==> config.mk <==
export PLATFORM = sky130hd
export DESIGN_NAME = ntt_clbu_front
export DESIGN_NICKNAME = d
export VERILOG_FILES = /design/src/hw/ntt_model_pkg.sv /design/src/hw/ntt_clbu_front.sv
export SDC_FILE = /design/constraint.sdc
export NUM_CORES = 1
export LEC_CHECK = 0
export ABC_AREA = 0
export ABC_CLOCK_PERIOD_IN_PS = 970
export BUFFER_PORTS_ARGS = -buffer_cell sky130_fd_sc_hd__buf_2
export CORE_AREA = 2 2 110 112
export CTS_CLUSTER_DIAMETER = 40
export DETAILED_ROUTE_END_ITERATION = 10
export DIE_AREA = 0 0 112 114
export GPL_ROUTABILITY_DRIVEN = 0
export GPL_TIMING_DRIVEN = 0
export MAX_ROUTING_LAYER = met4
export PLACE_DENSITY = 0.63
export SLEW_MARGIN = 20
export SYNTH_ARGS = -nofsm -noshare
export SYNTH_HDL_FRONTEND = slang
export SYNTH_SLANG_ARGS = --single-unit
==> constraint.sdc <==
create_clock -name clk -period 0.97 [get_ports clk]
set_input_delay 0.0485 -clock clk [delete_from_list [all_inputs] [get_ports clk]]
set_output_delay 0.0485 -clock clk [all_outputs]
set_load 0.02 [all_outputs]
==> src/hw/ntt_model_pkg.sv <==
package ntt_model_pkg;

  // ------------------------------------------------------------
  // Core sizes
  // ------------------------------------------------------------
  // Parallel butterfly groups
  localparam int PSI       = 2;
  // Radix of each butterfly
  localparam int R         = 2;
  // Number of NTT stages
  localparam int S         = 4;
  // Interleave levels per stage
  localparam int INTL_L    = 4;
  // Last levels kept by a forward last stage
  localparam int GLWE_K_P1 = 2;
  // PBS identifier width
  localparam int BPBS_ID_W = 4;

  // ------------------------------------------------------------
  // Coefficient word
  // ------------------------------------------------------------
  // Full word width
  localparam int OP_W      = 32;
  // Value part, the low bits of the word
  localparam int VAL_W     = 16;
  // Tag part, whatever is left above the value
  localparam int TAG_W     = OP_W - VAL_W;

  // Tag in the upper bits, value in the lower bits
  typedef struct packed {
    logic [TAG_W-1:0] tag;
    logic [VAL_W-1:0] val;
  } coef_fields_t;

  // Same word seen as a plain vector or as tag/value
  typedef union packed {
    logic [OP_W-1:0] raw;
    coef_fields_t    fields;
  } coef_u;

  // ------------------------------------------------------------
  // Beat
  // ------------------------------------------------------------
  // One cycle of data plus framing and routing info
  typedef struct packed {
    // PSI x R coefficients, one per butterfly input
    coef_u [PSI-1:0][R-1:0] data;
    // Start / end of batch
    logic                   sob;
    logic                   eob;
    // Start / end of level
    logic                   sol;
    logic                   eol;
    // Start / end of stage
    logic                   sos;
    logic                   eos;
    // Which PBS the beat belongs to
    logic [BPBS_ID_W-1:0]   pbs_id;
    // Routing decision taken at the front end
    // rs_avail sends the beat to the regular stage network
    // ls_avail sends it to a last stage network
    logic                   rs_avail;
    logic                   ls_avail;
    // Direction of the pass that produced the beat
    logic                   ntt_bwd;
  } beat_t;

endpackage

==> src/hw/ntt_clbu_front.sv <==
`timescale 1ns/100ps

module ntt_clbu_front #(
  parameter int S_INIT = ntt_model_pkg::S - 1,
  parameter int S_DEC  = 1
) (
  input  logic                 clk,
  input  logic                 s_rst_n,
  input  ntt_model_pkg::beat_t in_beat,
  input  logic                 in_avail,
  output ntt_model_pkg::beat_t tagged_beat
);

  // ------------------------------------------------------------
  // Local sizes
  // ------------------------------------------------------------
  // Stage counter must hold both the reload value and the step
  localparam int STG_MAX = (S_INIT > S_DEC) ? S_INIT : S_DEC;
  localparam int STG_W   = (STG_MAX > 1) ? $clog2(STG_MAX + 1) : 1;
  localparam int LVL_W   = (ntt_model_pkg::INTL_L > 1) ? $clog2(ntt_model_pkg::INTL_L) : 1;

  localparam logic [STG_W-1:0] STG_INIT = STG_W'(S_INIT);
  localparam logic [STG_W-1:0] STG_STEP = STG_W'(S_DEC);
  // First level kept in a forward last stage
  localparam logic [LVL_W-1:0] LS_LVL_MIN =
    LVL_W'(ntt_model_pkg::INTL_L - ntt_model_pkg::GLWE_K_P1);

  // ------------------------------------------------------------
  // Stage / level / direction counters
  // ------------------------------------------------------------
  logic [STG_W-1:0] stg_q;
  logic [STG_W-1:0] stg_d;
  logic [LVL_W-1:0] lvl_q;
  logic [LVL_W-1:0] lvl_d;
  logic             bwd_q;
  logic             bwd_d;
  logic             batch_end;
  logic             stg_wrap;
  logic             last_stg;

  // Batch closes on an avail beat flagged eob
  assign batch_end = in_avail & in_beat.eob;
  // Not enough stages left for another step, reload
  assign stg_wrap  = (stg_q < STG_STEP);
  // Stage zero is the last stage of the pass
  assign last_stg  = (stg_q == '0);

  always_comb begin
    stg_d = stg_q;
    bwd_d = bwd_q;
    if (batch_end) begin
      if (stg_wrap) begin
        // End of pass, start over and flip direction
        stg_d = STG_INIT;
        bwd_d = ~bwd_q;
      end else begin
        stg_d = stg_q - STG_STEP;
      end
    end
  end

  // Level index runs over the interleave levels of a stage
  always_comb begin
    lvl_d = lvl_q;
    if (in_avail) begin
      lvl_d = in_beat.eol ? '0 : lvl_q + 1'b1;
    end
  end

  always_ff @(posedge clk) begin
    if (!s_rst_n) begin
      stg_q <= STG_INIT;
      lvl_q <= '0;
      bwd_q <= 1'b0;
    end else begin
      stg_q <= stg_d;
      lvl_q <= lvl_d;
      bwd_q <= bwd_d;
    end
  end

  // ------------------------------------------------------------
  // Coefficient processing
  // ------------------------------------------------------------
  // Stand-in for the butterfly, only the value part moves
  ntt_model_pkg::coef_u [ntt_model_pkg::PSI-1:0][ntt_model_pkg::R-1:0] coef_inc;

  always_comb begin
    for (int p = 0; p < ntt_model_pkg::PSI; p++) begin
      for (int r = 0; r < ntt_model_pkg::R; r++) begin
        // Keep the whole word, tag included
        coef_inc[p][r].raw        = in_beat.data[p][r].raw;
        // Value wraps naturally at VAL_W bits
        coef_inc[p][r].fields.val = in_beat.data[p][r].fields.val + 1'b1;
      end
    end
  end

  // ------------------------------------------------------------
  // Destination tagging
  // ------------------------------------------------------------
  logic rs_dst;
  logic ls_dst;

  // Regular stage while the counter has not reached zero
  assign rs_dst = in_avail & ~last_stg;
  // Last stage keeps every level backward, only the top ones forward
  assign ls_dst = in_avail & last_stg & (bwd_q | (lvl_q >= LS_LVL_MIN));

  always_comb begin
    // Framing passes through untouched
    tagged_beat          = in_beat;
    tagged_beat.data     = coef_inc;
    // Incoming avail fields are overwritten here
    tagged_beat.rs_avail = rs_dst;
    tagged_beat.ls_avail = ls_dst;
    tagged_beat.ntt_bwd  = bwd_q;
  end

endmodule

**Word-level counts from Yosys, hierarchy flattened**

Cells that the tools add are included.

- Word-level logic and storage cells: 22
- Flip-flop bits (word level): 5
- Output and inout bits: 141
- Input bits: 144

- Bitwise gates (word level): 7
- Order comparisons: 2
- Reductions and logical operators: 2
- Muxes and demuxes: 2
- Add/sub/neg operators: 6

Operator list:

| cell | count |
|---|---|
| $add 16x1->16 const B | 4 |
| $and 1x1->1 | 4 |
| $mux 2 | 2 |
| $add 2x1->2 const B | 1 |
| $ge 2x2->1 const B | 1 |
| $logic_not 2->1 | 1 |
| $lt 2x1->1 const B | 1 |
| $not 1->1 | 2 |
| $reduce_and 2->1 | 1 |
| $sub 2x1->2 const B | 1 |
| $or 1x1->1 | 1 |

**Depth between registers and ports, before layout**

Gate-level depths: netlist of the first run.

- Word-level depth: 3
- Gate-level depth with buffers: 5
- Mapped depth without buffers: 5

**Least setup slack after synthesis of the first run**

Ideal clock, no wire load.

- Kind: in2out
- Start point: input port in_beat[13] (netlist name)
- End point: output port tagged_beat[23] (netlist name)
- Path buffers: 0
- Data arrival time: 1.050 ns
- Required time: 0.922 ns
- Setup slack: -0.128 ns
- Stages: 5
- Cells stage by stage: ha_1 -> nand4_1 -> nor2_1 -> nand3_1 -> xnor2_1

RTL lines:

| element | line | text |
|---|---|---|
| start: declaration | ntt_clbu_front.sv:9 | `input ntt_model_pkg::beat_t in_beat,` |
| end: declaration | ntt_clbu_front.sv:11 | `output ntt_model_pkg::beat_t tagged_beat` |

**Worst setup path after layout of the first run**

- Start point: register lvl_q[0]
- End point: output port tagged_beat[1] (netlist name)

- Cells in the longest elaborated chain, start to end: 3

Ends and longest elaborated chain:

| element | line | text |
|---|---|---|
| start: declaration | ntt_clbu_front.sv:33 | `logic [LVL_W-1:0] lvl_q;` |
| start signal: assignment | ntt_clbu_front.sv:77 | `lvl_q <= lvl_d;` |
| $ge 2x2->1 | ntt_clbu_front.sv:108 | `assign ls_dst = in_avail & last_stg & (bwd_q \| (lvl_q >= LS_LVL_MIN));` |
| $or 1x1->1 | ntt_clbu_front.sv:108 |  |
| $and 1x1->1 | ntt_clbu_front.sv:108 |  |

No other way between the ends.

==> out/metrics.yaml, run 1 <==
final_layout:
  multi_input_area_mm2: 0.001772
  n_antenna_cell: 0
  finalNonFillerCells: 661
  drive_gt1_frac: 0.8152
  fillers: 1130
  ff_latch_area_um2: 105.1
  area_delta_synth_final_pct: 143.2
  post-route-util: 0.3950
  fin_nets: 666
logic_synthesis:
  syn_area_mm2: 0.001902
  yosysWarnings: 0
  synthAdderAreaFrac: 0.04605
  synth_flop_cell: "dfxtp_1"
  yosysUniqueCellTypes: 33
  syn_nets: 414
  synth-compound-area-share: 0.02105
  yosys.area.top_type: "buf_4"
  synth.top_cell.area_share: 0.3039
  synth_seq_cells: 5
  yosysMostFrequentCell: "buf_4"
  synthArstFlopShare: 0
  synth_xor_area_frac: 0.2579
  netlist_top_cells_area: "buf_4 (30%), xnor2_1 (15%), xor2_1 (11%)"
  synthSimpleGateAreaFrac: 0.2914
  synth_mux_area_frac: 0.005263
  synthTopCellsByCount: "buf_4 (77), xnor2_1 (33), nand3_1 (23), xor2_1 (23), nand2_1 (21)"
  synth_top_family_by_area: "buffers and inverters"
  synth-edff-count: 0
  syn_inst: 263
  ys_seq_area_frac: 0.05263
  synth_area_per_cell_um2: 7.231
pwr:
  switching_share: 0.3931
  p_seq_frac: 0.079
  clkPwrFrac: 0.237
  switchingPower_mw: 1.133
  ir_drop_uv: 860.1
  pwr-share-comb: 0.684
  p_leak_nw: 2.387
  power.density_mw_per_mm2: 623.0
  internal_power_mw: 1.749
die:
  die_y_um: 114
  initial_core_util: 0.1624
  rows: 40
  die-area_mm2: 0.01277
  die_x_um: 112
  core-area_mm2: 0.01171
  ios: 285
clock_network:
  clock_latency_ps: 230
  cts_buffer_depth: 2
  cts_made_buffers: 3
  cts_hold_buf: 0
  cts_max_level: 1
  clkSinkCount: 5
  cts_tree: "built"
  root_buffer: "clkbuf_16"
  path_clk_slew_ps: 30
place:
  dp_hpwl_mm: 5.685
  numPortBuffers: 208
  placed_cells: 618
global_route:
  antenna_found_initial: 0
  grt_usage: 0.1083
  grt_overflow: 0
  grt_pass1_wl_mm: 11.16
  grt_max_degree: 9
  grt_pass1_vias: 2436
timing:
  timing.final.hold_violations: 0
  hold_ws_ps: 56.66
  max_freq_mhz: 812.6
  rsz0062_at_grt: "yes"
  skew_ps: 0.7846
  drv_slew: 0
  setup_viol: 34
  tightest_slew_ps: 363.1
  setup_slack_ps: -260.6
  finalCritPeriodShare: 1.269
  slew_headroom: 0.7580
  final.min_clock_period_ps: 1231
outcome:
  violations: "setup timing"
  status: "finished with violations"
route:
  vias: 2612
  wirelength_mm: 7.854
  vias_per_cell: 3.952
  drt_iter0_markers: 57
  post-route-drc-count: 0
  drt-pass1-iter-count: 4
  routedWlPerCell_um: 11.88
  ant_nets: 0
critical_path:
  worst_ep_required_time_ps: 920
  start_kind: "flop"
  worstSetupPathType: "reg -> out"
  rrSetupSlack_ps: -100
  cp_max_fo: 2
  worstPathArrival_ps: 1180
  crit_path_end_kind: "output pin"
run:
  max_cap_viol_count: 0
min_path:
  hold_class: "in -> reg"
cells in the final DEF, fill, tap and decap left out, types with 10 or more instances in the layout:
cell type	Yosys	layout
nand4_1	10	10
buf_8	0	18
buf_4	77	136
buf_6	0	40
xnor2_1	33	17
nand3_1	23	11
buf_2	0	126
xnor2_2	0	15
nand2_1	21	12
xor2_1	23	16
final timing paths:
| path | depth (start not counted) | startpoint | endpoint |
|---|---|---|---|
| worst max-delay path | 4 | lvl_q[0] | tagged_beat[1] |
| worst min-delay path | 2 | s_rst_n | stg_q[0] |
| worst max register to register | 6 | stg_q[0] | bwd_q |
| worst min register to register | 2 | stg_q[1] | stg_q[1] |
final cells by class:
type                            instances  share of cell area
Tap cell                              147             0.03976
Multi-Input combinational cell        170              0.3830
Clock buffer                            4             0.01704
Buffer                                 76              0.1225
Timing Repair Buffer                  249              0.4057
Inverter                               10            0.009197
Sequential cell                         5             0.02272
repair_timing:
action,CTS,global route
pin swaps,62,37
setup buffers,30,12
setup endpoints to repair,44,44
hold endpoints to repair,0,0
resized for setup,196,54
logic make-up after synthesis:
| logic type | after synthesis |
|---|---|
| DFF | 5 |
| xor gates and xnor gates | 56 |
| adders and majority gates | 7 |
| muxes | 1 |
| buffers and inverters | 88 |
| AOI/OAI and AO/OA | 6 |
| and+or+nand+nor | 100 |
metal layers:
| metal | vias to the layer above | part of all wire | global-route usage | wire, µm |
|---|---|---|---|---|
| met5 | - | 0 | - | 0 |
| met4 | 0 | 0.015 | 0.02358 | 115 |
| met3 | 12 | 0.098 | 0.01541 | 767 |
| met2 | 178 | 0.56 | 0.2218 | 4378 |
| met1 | 1127 | 0.33 | 0.1078 | 2592 |
| li1 | 1295 | - | - | - |
per-stage QoR:
stage	setup TNS [ps]	total power, mW	worst slack [ps]	instance area [µm²]
finish	-3097	2.882	-260.6	4626
global route	-5435	3.026	-286.2	4626
CTS	-2593	2.766	-299.4	4315
detailed placement	-7733	1.754	-372.8	3287
global placement	-7681	1.748	-379.6	3287
floorplan	-57.07	1.175	-27.02	2062
state kept, by name, indices dropped and copies added, names as in the netlist:
register  count
bwd_q         1
stg_q         2
lvl_q         2
worst max-delay path, stage by stage, from the launching register on:
cell and delay, ps:
dfxtp_2 320, inv_2 50, ha_4 140, o311a_1 300, buf_6 140
power by group through the flow:
stage / clock network [mW] / registers (mW) / logic [mW]
2_1_floorplan: 0 / 0.224 / 0.952
3_3_place_gp: 0 / 0.224 / 1.52
3_5_place_dp: 0 / 0.225 / 1.53
4_1_cts: 0.686 / 0.226 / 1.85
5_1_grt: 0.710 / 0.229 / 2.09
6_report: 0.683 / 0.228 / 1.97
No activity file was read; power rests on OpenSTA's default activity.
==> run 2: changes to the inputs <==
==> constraint.sdc (replaced) <==
create_clock -name clk -period 0.97 [get_ports clk]
set_input_delay 0.097 -clock clk [delete_from_list [all_inputs] [get_ports clk]]
set_output_delay 0.097 -clock clk [all_outputs]
set_load 0.05 [all_outputs]
==> run 2 against run 1 <==
  * The flow still finishes with violations (setup timing)
  * Register-to-register slack got worse by 30 ps
  * Sequential share of layout area fell by 0.56 points
  * Clock skew barely moved
  * Clock-buffer cell count did not move
  * Hold slack improved by 48 ps
  * Critical endpoint is now tagged_beat[23]
  * Largest cell class unchanged
  * Highest routed layer unchanged
==> out/metrics.yaml, run 2 (same netlist as run 1, synthesis figures left out) <==
clock_network:
  cts_max_level: 1
  clock_latency_ps: 230
  clkSinkCount: 5
  path_clk_slew_ps: 30
  cts_tree: "built"
  cts_made_buffers: 3
  cts_hold_buf: 0
  cts_buffer_depth: 2
  root_buffer: "clkbuf_16"
global_route:
  grt_usage: 0.1271
  grt_pass1_wl_mm: 13.10
  grt_max_degree: 9
  grt_overflow: 0
  grt_pass1_vias: 2716
  antenna_found_initial: 0
timing:
  timing.final.hold_violations: 0
  tightest_slew_ps: 409.9
  hold_ws_ps: 104.4
  max_freq_mhz: 738.6
  final.min_clock_period_ps: 1354
  rsz0062_at_grt: "yes"
  slew_headroom: 0.7268
  setup_slack_ps: -384.0
  drv_slew: 0
  setup_viol: 48
  finalCritPeriodShare: 1.396
  skew_ps: 1.147
route:
  vias: 2772
  drt-pass1-iter-count: 3
  vias_per_cell: 4.000
  wirelength_mm: 9.226
  routedWlPerCell_um: 13.31
  post-route-drc-count: 0
  ant_nets: 0
  drt_iter0_markers: 66
min_path:
  hold_class: "in -> reg"
final_layout:
  post-route-util: 0.5306
  n_antenna_cell: 0
  fin_nets: 698
  drive_gt1_frac: 0.9084
  fillers: 970
  area_delta_synth_final_pct: 226.7
  layout_common_cells: "buf_4 (125), buf_2 (107), buf_6 (78), buf_8 (28), xnor2_4 (26)"
  reg.largest.list: "lvl_q: 2 flops, stg_q: 2 flops, bwd_q: 1 flops"
  ff_latch_area_um2: 106.4
  final_cell_area_mm2: 0.006213
  final_common_cell: "buf_4"
  multi_input_area_mm2: 0.002683
critical_path:
  cp_max_fo: 4
  worstSetupPathType: "in -> out"
  crit_path_end_kind: "output pin"
  worstPathArrival_ps: 1260
  worst_ep_required_time_ps: 870
  start_kind: "primary input"
place:
  numPortBuffers: 208
  pre_cts_slack_ps: -640.1
  placed_cell_area_mm2: 0.004297
  dp_hpwl_mm: 6.745
die:
  core-area_mm2: 0.01171
  rows: 40
  initial_core_util: 0.1624
  ios: 285
  die-area_mm2: 0.01277
  die_x_um: 112
  die_y_um: 114
run:
  max_cap_viol_count: 0
outcome:
  status: "finished with violations"
  violations: "setup timing"
pwr:
  ir_drop_uv: 869.7
  totalPowerFinal_mw: 4.257
  power.density_mw_per_mm2: 685.1
  p_leak_nw: 2.930
-- run 2: cell count changes in the layout (fill, tap and decap cells not counted), sizes merged --
cell	change
buf	+32
-- run 2: area by class of cell --
type	count	area share
Buffer	77	0.09243
Timing Repair Buffer	280	0.4104
Clock buffer	4	0.01269
Sequential cell	5	0.01712
Multi-Input combinational cell	170	0.4317
Tap cell	147	0.02960
Inverter	10	0.006041
-- run 2: worst max-delay path: stages --
cell	delay, ps
buf_8	90
ha_4	120
nand4_1	200
nor2_4	300
nand3_4	130
xnor2_4	150
buf_6	170
-- run 2: worst paths after layout --
kind / cells after the start / startpoint / to / slack, ps
min: 2 / s_rst_n / stg_q[0] / 100
max: 7 / in_beat[13] / tagged_beat[23] / -380
max reg2reg: 6 / stg_q[0] / bwd_q / -130
min reg2reg: 2 / stg_q[1] / stg_q[1] / 480
-- run 2: report_power, final --
| group | leakage, nW | switching, mW | internal [mW] |
|---|---|---|---|
| registers | 0.0416 | 0.00809 | 0.219 |
| logic | 2.85 | 1.95 | 1.39 |
| clock network | 0.0382 | 0.147 | 0.546 |
-- run 2: through the flow --
stage	setup TNS [ps]	std cells
after floorplan	-6068	263
after global placement	-19060	618
after global routing	-12350	693
final	-9983	693
after CTS	-9589	659
after detailed placement	-20100	618
-- run 2: timing repair --
action                     CTS  global route
buffers inserted            38            41
pin swaps                   76            63
setup endpoints to repair   54            58
resized for setup          286            74
gates cloned                 0             0
-- run 2: layer usage --
metal  global-route usage  wire, µm
met5                    -         0
met4              0.03008       121
met3              0.01647       635
met2               0.2545      5529
met1               0.1309      2940
